**config.mk**
```make
export PLATFORM = sky130hd
export DESIGN_NAME = axi_rd_bridge_top
export DESIGN_NICKNAME = d
export VERILOG_FILES = /design/src/axi_rd_pkg.sv /design/src/rd_req_if.sv /design/src/rd_beat_if.sv /design/src/rd_req_latch.sv /design/src/axi_ar_r_master.sv /design/src/rd_data_align.sv /design/src/axi_rd_bridge_top.sv
export SDC_FILE = /design/constraint.sdc
export NUM_CORES = 1
export LEC_CHECK = 0
export BUFFER_PORTS_ARGS = -buffer_cell sky130_fd_sc_hd__buf_2
export CORE_MARGIN = 2
export CORE_UTILIZATION = 45
export DETAILED_ROUTE_END_ITERATION = 10
export PLACE_DENSITY = 0.86
export SETUP_SLACK_MARGIN = 0.3
export SLEW_MARGIN = 20
export SYNTH_ARGS = -nofsm -noshare
export SYNTH_HDL_FRONTEND = slang
export SYNTH_SLANG_ARGS = --single-unit
```
**constraint.sdc**
```tcl
create_clock -name clk -period 6.3 [get_ports clk]
set_clock_uncertainty 0.2 [all_clocks]
set_input_delay 0.63 -clock clk [delete_from_list [all_inputs] [get_ports clk]]
set_output_delay 0.63 -clock clk [all_outputs]
set_load 0.03 [all_outputs]
```
**src/axi_rd_pkg.sv**
```systemverilog
package axi_rd_pkg;

	// Bus is fixed at 64 bits, size and offset fields depend on it
	localparam int DATA_W = 64;

	typedef logic [DATA_W-1:0] data_t;
	typedef logic [3:0]        id_t;
	typedef logic [7:0]        len_t;      // Beats minus one
	typedef logic [1:0]        cpu_size_t; // 0:1B 1:2B 2:4B 3:8B
	typedef logic [2:0]        axsize_t;
	typedef logic [1:0]        burst_t;
	typedef logic [1:0]        resp_t;

	localparam burst_t BURST_INCR  = 2'b01;
	localparam resp_t  RESP_OKAY   = 2'b00;
	localparam resp_t  RESP_SLVERR = 2'b10;

	// Ones over the access width, moved up to the byte lane of the offset
	function automatic data_t lane_mask(
		input cpu_size_t size,
		input logic [2:0] offset
	);
		data_t base;
		case (size)
			2'd0: base = {56'h0, 8'hff};
			2'd1: base = {48'h0, 16'hffff};
			2'd2: base = {32'h0, 32'hffff_ffff};
			default: base = '1;
		endcase
		return base << {offset, 3'b000}; // Upper bytes fall off the top
	endfunction

endpackage

```
**src/rd_req_if.sv**
```systemverilog
`timescale 1ns/1ps

interface rd_req_if #(
	parameter int ADDR_W = 32
) ();
	import axi_rd_pkg::*;

	logic              req_valid;  // Level while a burst is owned
	id_t               req_id;
	logic [ADDR_W-1:0] req_addr;   // 8-byte aligned
	logic [2:0]        req_offset; // Original low address bits
	len_t              req_len;
	cpu_size_t         req_size;
	logic              req_done;   // One cycle, after the last R beat

	modport latch (
		output req_valid, req_id, req_addr, req_offset, req_len, req_size,
		input  req_done
	);

	modport master (
		input  req_valid, req_id, req_addr, req_len, req_size,
		output req_done
	);

	modport align (
		input req_offset, req_size
	);

endinterface

```
**src/rd_beat_if.sv**
```systemverilog
`timescale 1ns/1ps

interface rd_beat_if;
	import axi_rd_pkg::*;

	// One pulse per accepted R transfer
	logic  beat_valid;
	data_t beat_data;
	resp_t beat_resp;
	logic  beat_last;

	modport master (
		output beat_valid, beat_data, beat_resp, beat_last
	);

	modport align (
		input beat_valid, beat_data, beat_resp, beat_last
	);

endinterface

```
**src/rd_req_latch.sv**
```systemverilog
`timescale 1ns/1ps

module rd_req_latch #(
	parameter int ADDR_W = 32
) (
	input  logic                  clk,
	input  logic                  reset_n,
	input  logic                  cpu_ar_valid_i,
	input  axi_rd_pkg::id_t       cpu_id_i,
	input  logic [ADDR_W-1:0]     cpu_addr_i,
	input  axi_rd_pkg::len_t      cpu_len_i,
	input  axi_rd_pkg::cpu_size_t cpu_size_i,
	output logic                  cpu_ar_ready_o,
	rd_req_if.latch               req
);
	import axi_rd_pkg::*;

	logic      busy;
	logic      accept;
	id_t       id_q;
	len_t      len_q;
	cpu_size_t size_q;

	assign accept = cpu_ar_valid_i && !busy;

	// Held from acceptance until the master reports the last beat
	always_ff @(posedge clk) begin
		if (!reset_n) begin
			busy <= 1'b0;
		end else if (accept) begin
			busy <= 1'b1;
		end else if (req.req_done) begin
			busy <= 1'b0;
		end
	end

	always_ff @(posedge clk) begin
		if (accept) begin
			id_q           <= cpu_id_i;
			len_q          <= cpu_len_i;
			size_q         <= cpu_size_i;
			req.req_addr   <= {cpu_addr_i[ADDR_W-1:3], 3'b000}; // Beat aligned
			req.req_offset <= cpu_addr_i[2:0];
		end
	end

	assign req.req_valid  = busy;
	assign req.req_id     = id_q;
	assign req.req_len    = len_q;
	assign req.req_size   = size_q;

	assign cpu_ar_ready_o = !busy; // Ready only while idle

endmodule

```
**src/axi_ar_r_master.sv**
```systemverilog
`timescale 1ns/1ps

module axi_ar_r_master #(
	parameter int ADDR_W = 32
) (
	input  logic                clk,
	input  logic                reset_n,
	rd_req_if.master            req,
	rd_beat_if.master           beat,
	input  logic                axi_ar_ready_i,
	output logic                axi_ar_valid_o,
	output axi_rd_pkg::id_t     axi_ar_id_o,
	output logic [ADDR_W-1:0]   axi_ar_addr_o,
	output axi_rd_pkg::len_t    axi_ar_len_o,
	output axi_rd_pkg::axsize_t axi_ar_size_o,
	output axi_rd_pkg::burst_t  axi_ar_burst_o,
	output logic [2:0]          axi_ar_prot_o,
	output logic                axi_ar_lock_o,
	output logic [3:0]          axi_ar_cache_o,
	output logic [3:0]          axi_ar_qos_o,
	output logic [3:0]          axi_ar_region_o,
	input  logic                axi_r_valid_i,
	input  axi_rd_pkg::data_t   axi_r_data_i,
	input  axi_rd_pkg::resp_t   axi_r_resp_i,
	input  logic                axi_r_last_i,
	input  axi_rd_pkg::id_t     axi_r_id_i, // Only one burst in flight, so unchecked
	output logic                axi_r_ready_o
);
	import axi_rd_pkg::*;

	typedef enum logic [1:0] {
		IDLE,
		ADDR,
		DATA
	} rd_state_t;

	rd_state_t state;
	rd_state_t state_n;
	logic      ar_hs;
	logic      r_hs;
	logic      r_done;
	logic      done_q;
	logic      ar_valid_q;

	assign ar_hs  = ar_valid_q && axi_ar_ready_i;
	assign r_hs   = axi_r_valid_i && axi_r_ready_o;
	assign r_done = r_hs && axi_r_last_i;

	always_comb begin
		state_n = state;
		case (state)
			IDLE: begin
				// req_valid is still up the cycle done is out
				if (req.req_valid && !done_q) begin
					state_n = ADDR;
				end
			end
			ADDR: begin
				if (ar_hs) begin
					state_n = DATA;
				end
			end
			DATA: begin
				if (r_done) begin
					state_n = IDLE;
				end
			end
			default: state_n = IDLE;
		endcase
	end

	always_ff @(posedge clk) begin
		if (!reset_n) begin
			state      <= IDLE;
			ar_valid_q <= 1'b0;
			done_q     <= 1'b0;
		end else begin
			state      <= state_n;
			ar_valid_q <= (state_n == ADDR);
			done_q     <= r_done; // Lets the latch drop busy
		end
	end

	// Fields load on leaving IDLE and stay put through ADDR
	always_ff @(posedge clk) begin
		if (state == IDLE && state_n == ADDR) begin
			axi_ar_id_o   <= req.req_id;
			axi_ar_addr_o <= req.req_addr;
			axi_ar_len_o  <= req.req_len;
			axi_ar_size_o <= axsize_t'({1'b0, req.req_size});
		end
	end

	assign axi_ar_valid_o  = ar_valid_q;
	assign axi_ar_burst_o  = BURST_INCR;
	assign axi_ar_prot_o   = 3'd0;
	assign axi_ar_lock_o   = 1'b0;
	assign axi_ar_cache_o  = 4'd0;
	assign axi_ar_qos_o    = 4'd0;
	assign axi_ar_region_o = 4'd0;

	assign axi_r_ready_o   = (state == DATA);

	// Beats go straight through, the aligner registers them
	assign beat.beat_valid = r_hs;
	assign beat.beat_data  = axi_r_data_i;
	assign beat.beat_resp  = axi_r_resp_i;
	assign beat.beat_last  = axi_r_last_i;

	assign req.req_done    = done_q;

endmodule

```
**src/rd_data_align.sv**
```systemverilog
`timescale 1ns/1ps

module rd_data_align (
	input  logic              clk,
	input  logic              reset_n,
	rd_req_if.align           req,
	rd_beat_if.align          beat,
	output logic              cpu_r_valid_o,
	output axi_rd_pkg::data_t cpu_r_data_o,
	output axi_rd_pkg::resp_t cpu_r_resp_o,
	output logic              cpu_r_last_o
);
	import axi_rd_pkg::*;

	data_t mask;
	data_t data_masked;
	logic  valid_q;
	data_t data_q;
	resp_t resp_q;
	logic  last_q;

	// Same mask for every beat of the burst
	assign mask        = lane_mask(req.req_size, req.req_offset);
	assign data_masked = beat.beat_data & mask; // Bytes stay in their lanes

	always_ff @(posedge clk) begin
		if (!reset_n) begin
			valid_q <= 1'b0;
		end else begin
			valid_q <= beat.beat_valid; // One pulse per beat
		end
	end

	always_ff @(posedge clk) begin
		if (beat.beat_valid) begin
			data_q <= data_masked;
			resp_q <= beat.beat_resp;
			last_q <= beat.beat_last;
		end
	end

	assign cpu_r_valid_o = valid_q;
	assign cpu_r_data_o  = data_q;
	assign cpu_r_resp_o  = resp_q;
	assign cpu_r_last_o  = last_q;

endmodule

```
**src/axi_rd_bridge_top.sv**
```systemverilog
`timescale 1ns/1ps

module axi_rd_bridge_top #(
	parameter int ADDR_W = 32
) (
	input  logic                  clk,
	input  logic                  reset_n,
	input  logic                  cpu_ar_valid_i,
	input  axi_rd_pkg::id_t       cpu_id_i,
	input  logic [ADDR_W-1:0]     cpu_addr_i,
	input  axi_rd_pkg::len_t      cpu_len_i,
	input  axi_rd_pkg::cpu_size_t cpu_size_i,
	output logic                  cpu_ar_ready_o,
	output logic                  cpu_r_valid_o,
	output axi_rd_pkg::data_t     cpu_r_data_o,
	output axi_rd_pkg::resp_t     cpu_r_resp_o,
	output logic                  cpu_r_last_o,
	input  logic                  axi_ar_ready_i,
	output logic                  axi_ar_valid_o,
	output axi_rd_pkg::id_t       axi_ar_id_o,
	output logic [ADDR_W-1:0]     axi_ar_addr_o,
	output axi_rd_pkg::len_t      axi_ar_len_o,
	output axi_rd_pkg::axsize_t   axi_ar_size_o,
	output axi_rd_pkg::burst_t    axi_ar_burst_o,
	output logic [2:0]            axi_ar_prot_o,
	output logic                  axi_ar_lock_o,
	output logic [3:0]            axi_ar_cache_o,
	output logic [3:0]            axi_ar_qos_o,
	output logic [3:0]            axi_ar_region_o,
	input  logic                  axi_r_valid_i,
	input  axi_rd_pkg::data_t     axi_r_data_i,
	input  axi_rd_pkg::resp_t     axi_r_resp_i,
	input  logic                  axi_r_last_i,
	input  axi_rd_pkg::id_t       axi_r_id_i,
	output logic                  axi_r_ready_o
);

	rd_req_if #(.ADDR_W(ADDR_W)) req_if ();
	rd_beat_if                   beat_if ();

	rd_req_latch #(.ADDR_W(ADDR_W)) i_rd_req_latch (
		.clk           (clk),
		.reset_n       (reset_n),
		.cpu_ar_valid_i(cpu_ar_valid_i),
		.cpu_id_i      (cpu_id_i),
		.cpu_addr_i    (cpu_addr_i),
		.cpu_len_i     (cpu_len_i),
		.cpu_size_i    (cpu_size_i),
		.cpu_ar_ready_o(cpu_ar_ready_o),
		.req           (req_if.latch)
	);

	axi_ar_r_master #(.ADDR_W(ADDR_W)) i_axi_ar_r_master (
		.clk            (clk),
		.reset_n        (reset_n),
		.req            (req_if.master),
		.beat           (beat_if.master),
		.axi_ar_ready_i (axi_ar_ready_i),
		.axi_ar_valid_o (axi_ar_valid_o),
		.axi_ar_id_o    (axi_ar_id_o),
		.axi_ar_addr_o  (axi_ar_addr_o),
		.axi_ar_len_o   (axi_ar_len_o),
		.axi_ar_size_o  (axi_ar_size_o),
		.axi_ar_burst_o (axi_ar_burst_o),
		.axi_ar_prot_o  (axi_ar_prot_o),
		.axi_ar_lock_o  (axi_ar_lock_o),
		.axi_ar_cache_o (axi_ar_cache_o),
		.axi_ar_qos_o   (axi_ar_qos_o),
		.axi_ar_region_o(axi_ar_region_o),
		.axi_r_valid_i  (axi_r_valid_i),
		.axi_r_data_i   (axi_r_data_i),
		.axi_r_resp_i   (axi_r_resp_i),
		.axi_r_last_i   (axi_r_last_i),
		.axi_r_id_i     (axi_r_id_i),
		.axi_r_ready_o  (axi_r_ready_o)
	);

	rd_data_align i_rd_data_align (
		.clk          (clk),
		.reset_n      (reset_n),
		.req          (req_if.align),
		.beat         (beat_if.align),
		.cpu_r_valid_o(cpu_r_valid_o),
		.cpu_r_data_o (cpu_r_data_o),
		.cpu_r_resp_o (cpu_r_resp_o),
		.cpu_r_last_o (cpu_r_last_o)
	);

endmodule

```
# Yosys cells after proc, flatten, opt, wreduce, memory -nomap -nowiden
# Index checks and enable logic that the tools add are counted.
# word_totals
regBits	162
out_inout_bits	136
wordCells	42
# classes
n_eq_ne	5
shifts	1
muxes	7
bitwise	1
n_reduce_logical	11
# op_table
cell	count
64-bit case mux with 3 select lines	1
64-bit AND	1
64-bit by 6-bit left shift with 64-bit output	1
2-bit by 1-bit == test with 1-bit output, second input constant	3
1-bit logical AND	6
2-bit 2-to-1 mux	3
2-bit case mux with 3 select lines	1
2-bit == test, second input constant	2
2-bit zero test	2
1-bit zero test	2
1-bit 2-to-1 mux	2
2-bit nonzero test	1

# Depth between registers and ports, before layout
# logic_depth
ltp_word	7
depth_mapped	4
ltp_nobuf	3

# Hierarchy
# A second synthesis with hierarchy kept.
# unflattened
hier_cells	370
hier_area_um2	6372.4
# modules_own_cells
module	n_inst	cells_per_inst	area_each_um2	seq_area_each_um2
rd_data_align	1	165	2708.8	2031.9
axi_ar_r_master	1	150	2212.1	1461.4
rd_req_latch	1	55	1451.4	1401.3

# Worst setup path before layout
# No wires, ideal clock.
# synth_path
path_kind	register -> register
start	register i_axi_ar_r_master.state[0]
end	register i_axi_ar_r_master.axi_ar_addr_o[10] (enable)
setup_time_ps	569
arrival_time_ps	4898
required_time_ps	5531
path_slack_ps	632
path_stages_with_launch	2
period_less_slack_ps	5668
path_cell_list	dfxtp_1 > nor4b_1
# synth_via
elab_chain_cells	7
word_cells_on_any_way	11
cone_classes	eq/ne (3); mux (4); reduce/logical (4)
# synth_lines
item	line	source
start, declared	axi_ar_r_master.sv:37	rd_state_t state;
start signal, assigned	axi_ar_r_master.sv:78	state <= state_n;
2-bit == test	axi_ar_r_master.sv:51, axi_ar_r_master.sv:102	
1-bit logical AND	axi_ar_r_master.sv:46	assign r_hs = axi_r_valid_i && axi_r_ready_o;
1-bit logical AND	axi_ar_r_master.sv:47	assign r_done = r_hs && axi_r_last_i;
2-bit 2-to-1 mux	axi_ar_r_master.sv:64	if (r_done) begin
2-bit case mux with 3 select lines	axi_ar_r_master.sv:51	case (state)
2-bit by 1-bit == test with 1-bit output	axi_ar_r_master.sv:86	if (state == IDLE && state_n == ADDR) begin
1-bit logical AND *	axi_ar_r_master.sv:86	
end signal, assigned	axi_ar_r_master.sv:88	axi_ar_addr_o <= req.req_addr;
end, declared	axi_ar_r_master.sv:13	output logic [ADDR_W-1:0] axi_ar_addr_o,
# Every way passes the cells marked *; elsewhere a longest branch is shown, timed or not.
# A chain may end at the register's enable or synchronous reset.

# Final worst setup path
# layout_path
start	register i_axi_ar_r_master.state[1]
end	output axi_r_ready_o
# layout_via
elab_chain_cells	1
# layout_lines
item	line	source
2-bit == test	axi_ar_r_master.sv:102	assign axi_r_ready_o = (state == DATA);
end, declared	axi_rd_bridge_top.sv:35	output logic axi_r_ready_o
# No other way between the ends.

==> metrics.md <==
| Metric | Value |
|---|---|
| Reg area | `4805 sq um` |
| Final setup vio count | `0` |
| Synth Area in Simple Gates | `0.09762` |
| Avg WL per Cell | `15.13 um` |
| Synth area leader | `edfxtp_1` |
| # resized after CTS | `0` |
| Synth Register Bits | `around 160` |
| Area Overhead vs Synth | `31.49%` |
| Max VDD drop | `about 150 uV` |
| Reg2Reg Setup Slack | `4.15 ns` |
| Antenna Nets Post-Route | `0` |
| RSZ-0062 raised after global routing | `no` |
| EDFF count, synth | `about 160` |
| Sequential fraction of the synthesis area | `0.8294` |
| WHS Endpoint | `i_rd_req_latch.req.req_size[1]$_DFFE_PP_` |
| Number of H-tree levels | `4` |
| Gr ovfl total | `0` |
| Worst Path Required | `5.47 ns` |
| Layout cells sized above 1 | `0.5027` |
| Worst EP arrival | `1.35 ns` |
| Global Route Usage Sum | `0.1658` |
| Final hold violation count | `0` |
| Critical path class | `register to output port` |
| Antenna diodes | `0` |
| Top FF cell, synth | `edfxtp_1` |
| Distinct cells, synth | `29` |
| Period utilization | `0.3457` |
| Vias per inst | `between 4 and 5` |
| DR DRC count | `0` |
| Initial antenna violation count | `0` |
| Lkg Pwr | `3.101 nW` |
| R2r worst-path depth | `3` |
| Total negative slack | `0 ns` |
| Leading cell types by total area after synthesis | `edfxtp_1 (81%), and2_1 (5.3%), buf_4 (3.1%)` |
| Most frequent cells after synthesis | `edfxtp_1 (156), and2_1 (49), buf_4 (24)` |
| Mux cell area share after synthesis | `0` |
| Worst-path fanout max | `5` |
| DRT iter0 DRCs | `between 200 and 250` |
| Vias | `3322` |
| Post-synth top area share | `0.8086` |
| Clock-pin transition on the worst setup and hold timing paths | `0.07 ns` |
| Multi-input gate area | `817.0 sq um` |
| Post-CTS Setup Bufs | `0` |
| I/O pins | `258` |
| R2R Path End | `i_rd_data_align.cpu_r_data_o[11]$_DFFE_PN_` |
| TritonCTS clock tree | `built` |
| Post-synthesis xor/xnor area fraction | `0` |
| CTS sink cnt | `around 160` |
| Largest family of logic cells by synthesized area | `simple AND/OR/NAND/NOR gates` |
| Final critical-path required period | `2.178 ns` |
| First-pass GRT wire length | `17390 um` |
| Number of global-route vias before repair | `3379` |
| First drt pass iteration count | `4` |
| Ys Warns | `0` |
| Worst hold stages | `1` |
| Die area | `between 10000 and 15000 sq um` |
| Dpl hpwl | `between 8000 and 9000 um` |
| Adder-Cell Fraction of Synth Area | `0` |
| Avg Cell Area, Syn | `18.99 sq um` |
| Number of max-cap violations | `0` |
| Starting density of the core | `0.4591` |
| GP Congestion | `0.7428` |
| Post-Syn Area | `5793 sq um` |
| Routed wire length | `11120 um` |
| CP Launch Point | `i_axi_ar_r_master.state[1]$_SDFF_PN0_` |
| Synth Instances | `305` |
| Reg-to-Reg Start | `i_axi_ar_r_master.state[1]$_SDFF_PN0_` |
| Final core occ | `0.6036` |
| Max Clk Rate | `459.1 MHz` |
| Max-slew violations | `0` |
| FFs w/ async S/R, synth | `0` |
| Layout net count | `around 670` |
| Cell Pwr Density | `roughly 310 nW/um^2` |
| Worst setup EP type | `output port` |
| Most common cell in the netlist | `edfxtp_1` |
| Die extent in y | `117.5 um` |
| Post-CTS Hold Fix Bufs | `0` |
| Row cnt | `41` |
| HP Class | `input pin to register` |
| Area fraction in compound gates after synthesis | `0.02657` |
| Worst hold start | `cpu_size_i[1]` |
| Largest net degree at the start of global routing | `68` |
| Std-Cell Core Area | `around 13000 sq um` |
| CP Launch Type | `register` |
| CTS Buf Count | `17` |
| Worst rel slew slack | `0.4250` |
| Worst skew pair latency | `0.41 ns` |
| Layout fillers | `957` |
| Worst slew pin tran | `0.8559 ns` |
| CTS max path bufs | `2` |
| Root Buffer | `clkbuf_16` |
| Die W | `117.5 um` |
| Status | `completed` |
| Port Buffer Count | `231` |
[kinds of logic (layout without fill, tap and decap cells)]
kind of cell    Yosys count  count (layout)
flops                   162             162
simple gates             86              86
buf+inv                  39             277
compound gates           16              16
other cells               2              22
[worst max-delay path: stages, from the launching register on]
cell and delay [ns]:
dfxtp_1 0.37, nor2b_1 0.30, buf_2 0.26
[sequential cells by signal (all words and copies together) (netlist names)]
name	flops
i_rd_data_align.cpu_r_data_o	64
i_axi_ar_r_master.axi_ar_addr_o	29
i_rd_req_latch.req.req_addr	29
i_axi_ar_r_master.axi_ar_len_o	8
i_rd_req_latch.req.req_len	8
i_axi_ar_r_master.axi_ar_id_o	4
i_rd_req_latch.req.req_id	4
i_rd_req_latch.req.req_offset	3
i_axi_ar_r_master.axi_ar_size_o	2
i_axi_ar_r_master.state	2
i_rd_data_align.cpu_r_resp_o	2
i_rd_req_latch.req.req_size	2
i_axi_ar_r_master.axi_ar_valid_o	1
i_axi_ar_r_master.req.req_done	1
i_rd_data_align.cpu_r_last_o	1
i_rd_data_align.cpu_r_valid_o	1
i_rd_req_latch.req.req_valid	1
[final cells by class]
| cell class | instances | share of cell area |
|---|---|---|
| Timing Repair Buffer | 234 | 0.1547 |
| Sequential cell | 162 | 0.6307 |
| Multi-Input combinational cell | 124 | 0.1073 |
| Inverter | 12 | 0.005913 |
| Clock inverter | 13 | 0.01675 |
| Tap cell | 172 | 0.02825 |
| Clock buffer | 18 | 0.05634 |
[stage by stage]
step | hold slack [ns] | total power [mW] | area, sq um | instances | setup slack (ns)
detailed placement | 0.2045 | 1.459 | 7061 | 704 | 4.165
finish | 0.1862 | 2.390 | 7617 | 735 | 4.122
global placement | 0.2001 | 1.449 | 7061 | 704 | 4.199
global route | 0.1602 | 2.472 | 7617 | 735 | 4.001
CTS | 0.1605 | 2.416 | 7617 | 735 | 4.099
floorplan | 0.2003 | 1.400 | 5868 | 325 | 0.6323
[worst max-delay path by stage]
stage,endpoint,slack [ns],depth (start not counted)
floorplan,i_axi_ar_r_master.axi_ar_addr_o[10]$_DFFE_PP_,0.63,1
global placement,i_rd_data_align.cpu_r_data_o[10]$_DFFE_PN_,4.20,3
detailed placement,i_rd_data_align.cpu_r_resp_o[1]$_DFFE_PN_,4.16,3
CTS,axi_r_ready_o,4.10,2
global route,i_rd_data_align.cpu_r_data_o[16]$_DFFE_PN_,4.00,3
finish,axi_r_ready_o,4.12,2
[cells in the final DEF (no fill, tap or decap), drive strengths merged, types with 2 or more instances in the layout]
cell	synthesis	layout
a211oi	3	3
a21oi	4	4
and2	50	50
nor2	3	3
nor3b	8	8
inv	12	16
nor3	12	12
dfxtp	6	6
clkbuf	1	18
edfxtp	156	156
conb	2	22
clkinv	0	4
nand2	4	4
nor2b	6	6
o21ai	2	2
o21a	2	2
clkinvlp	0	4
buf	26	234
[power breakdown]
part	total, mW	switching, mW	internal (mW)
logic	0.184	0.121	0.0626
clock network	0.956	0.408	0.548
registers	1.25	0.0170	1.23
[layer usage]
layer	vias up	global-route usage	wire length, um
li1	1575	-	-
met1	1559	0.1890	4263
met2	169	0.2858	5836
met3	19	0.05233	787
met4	0	0.07605	235
met5	-	0	0
(Power assumes the default switching activity.)
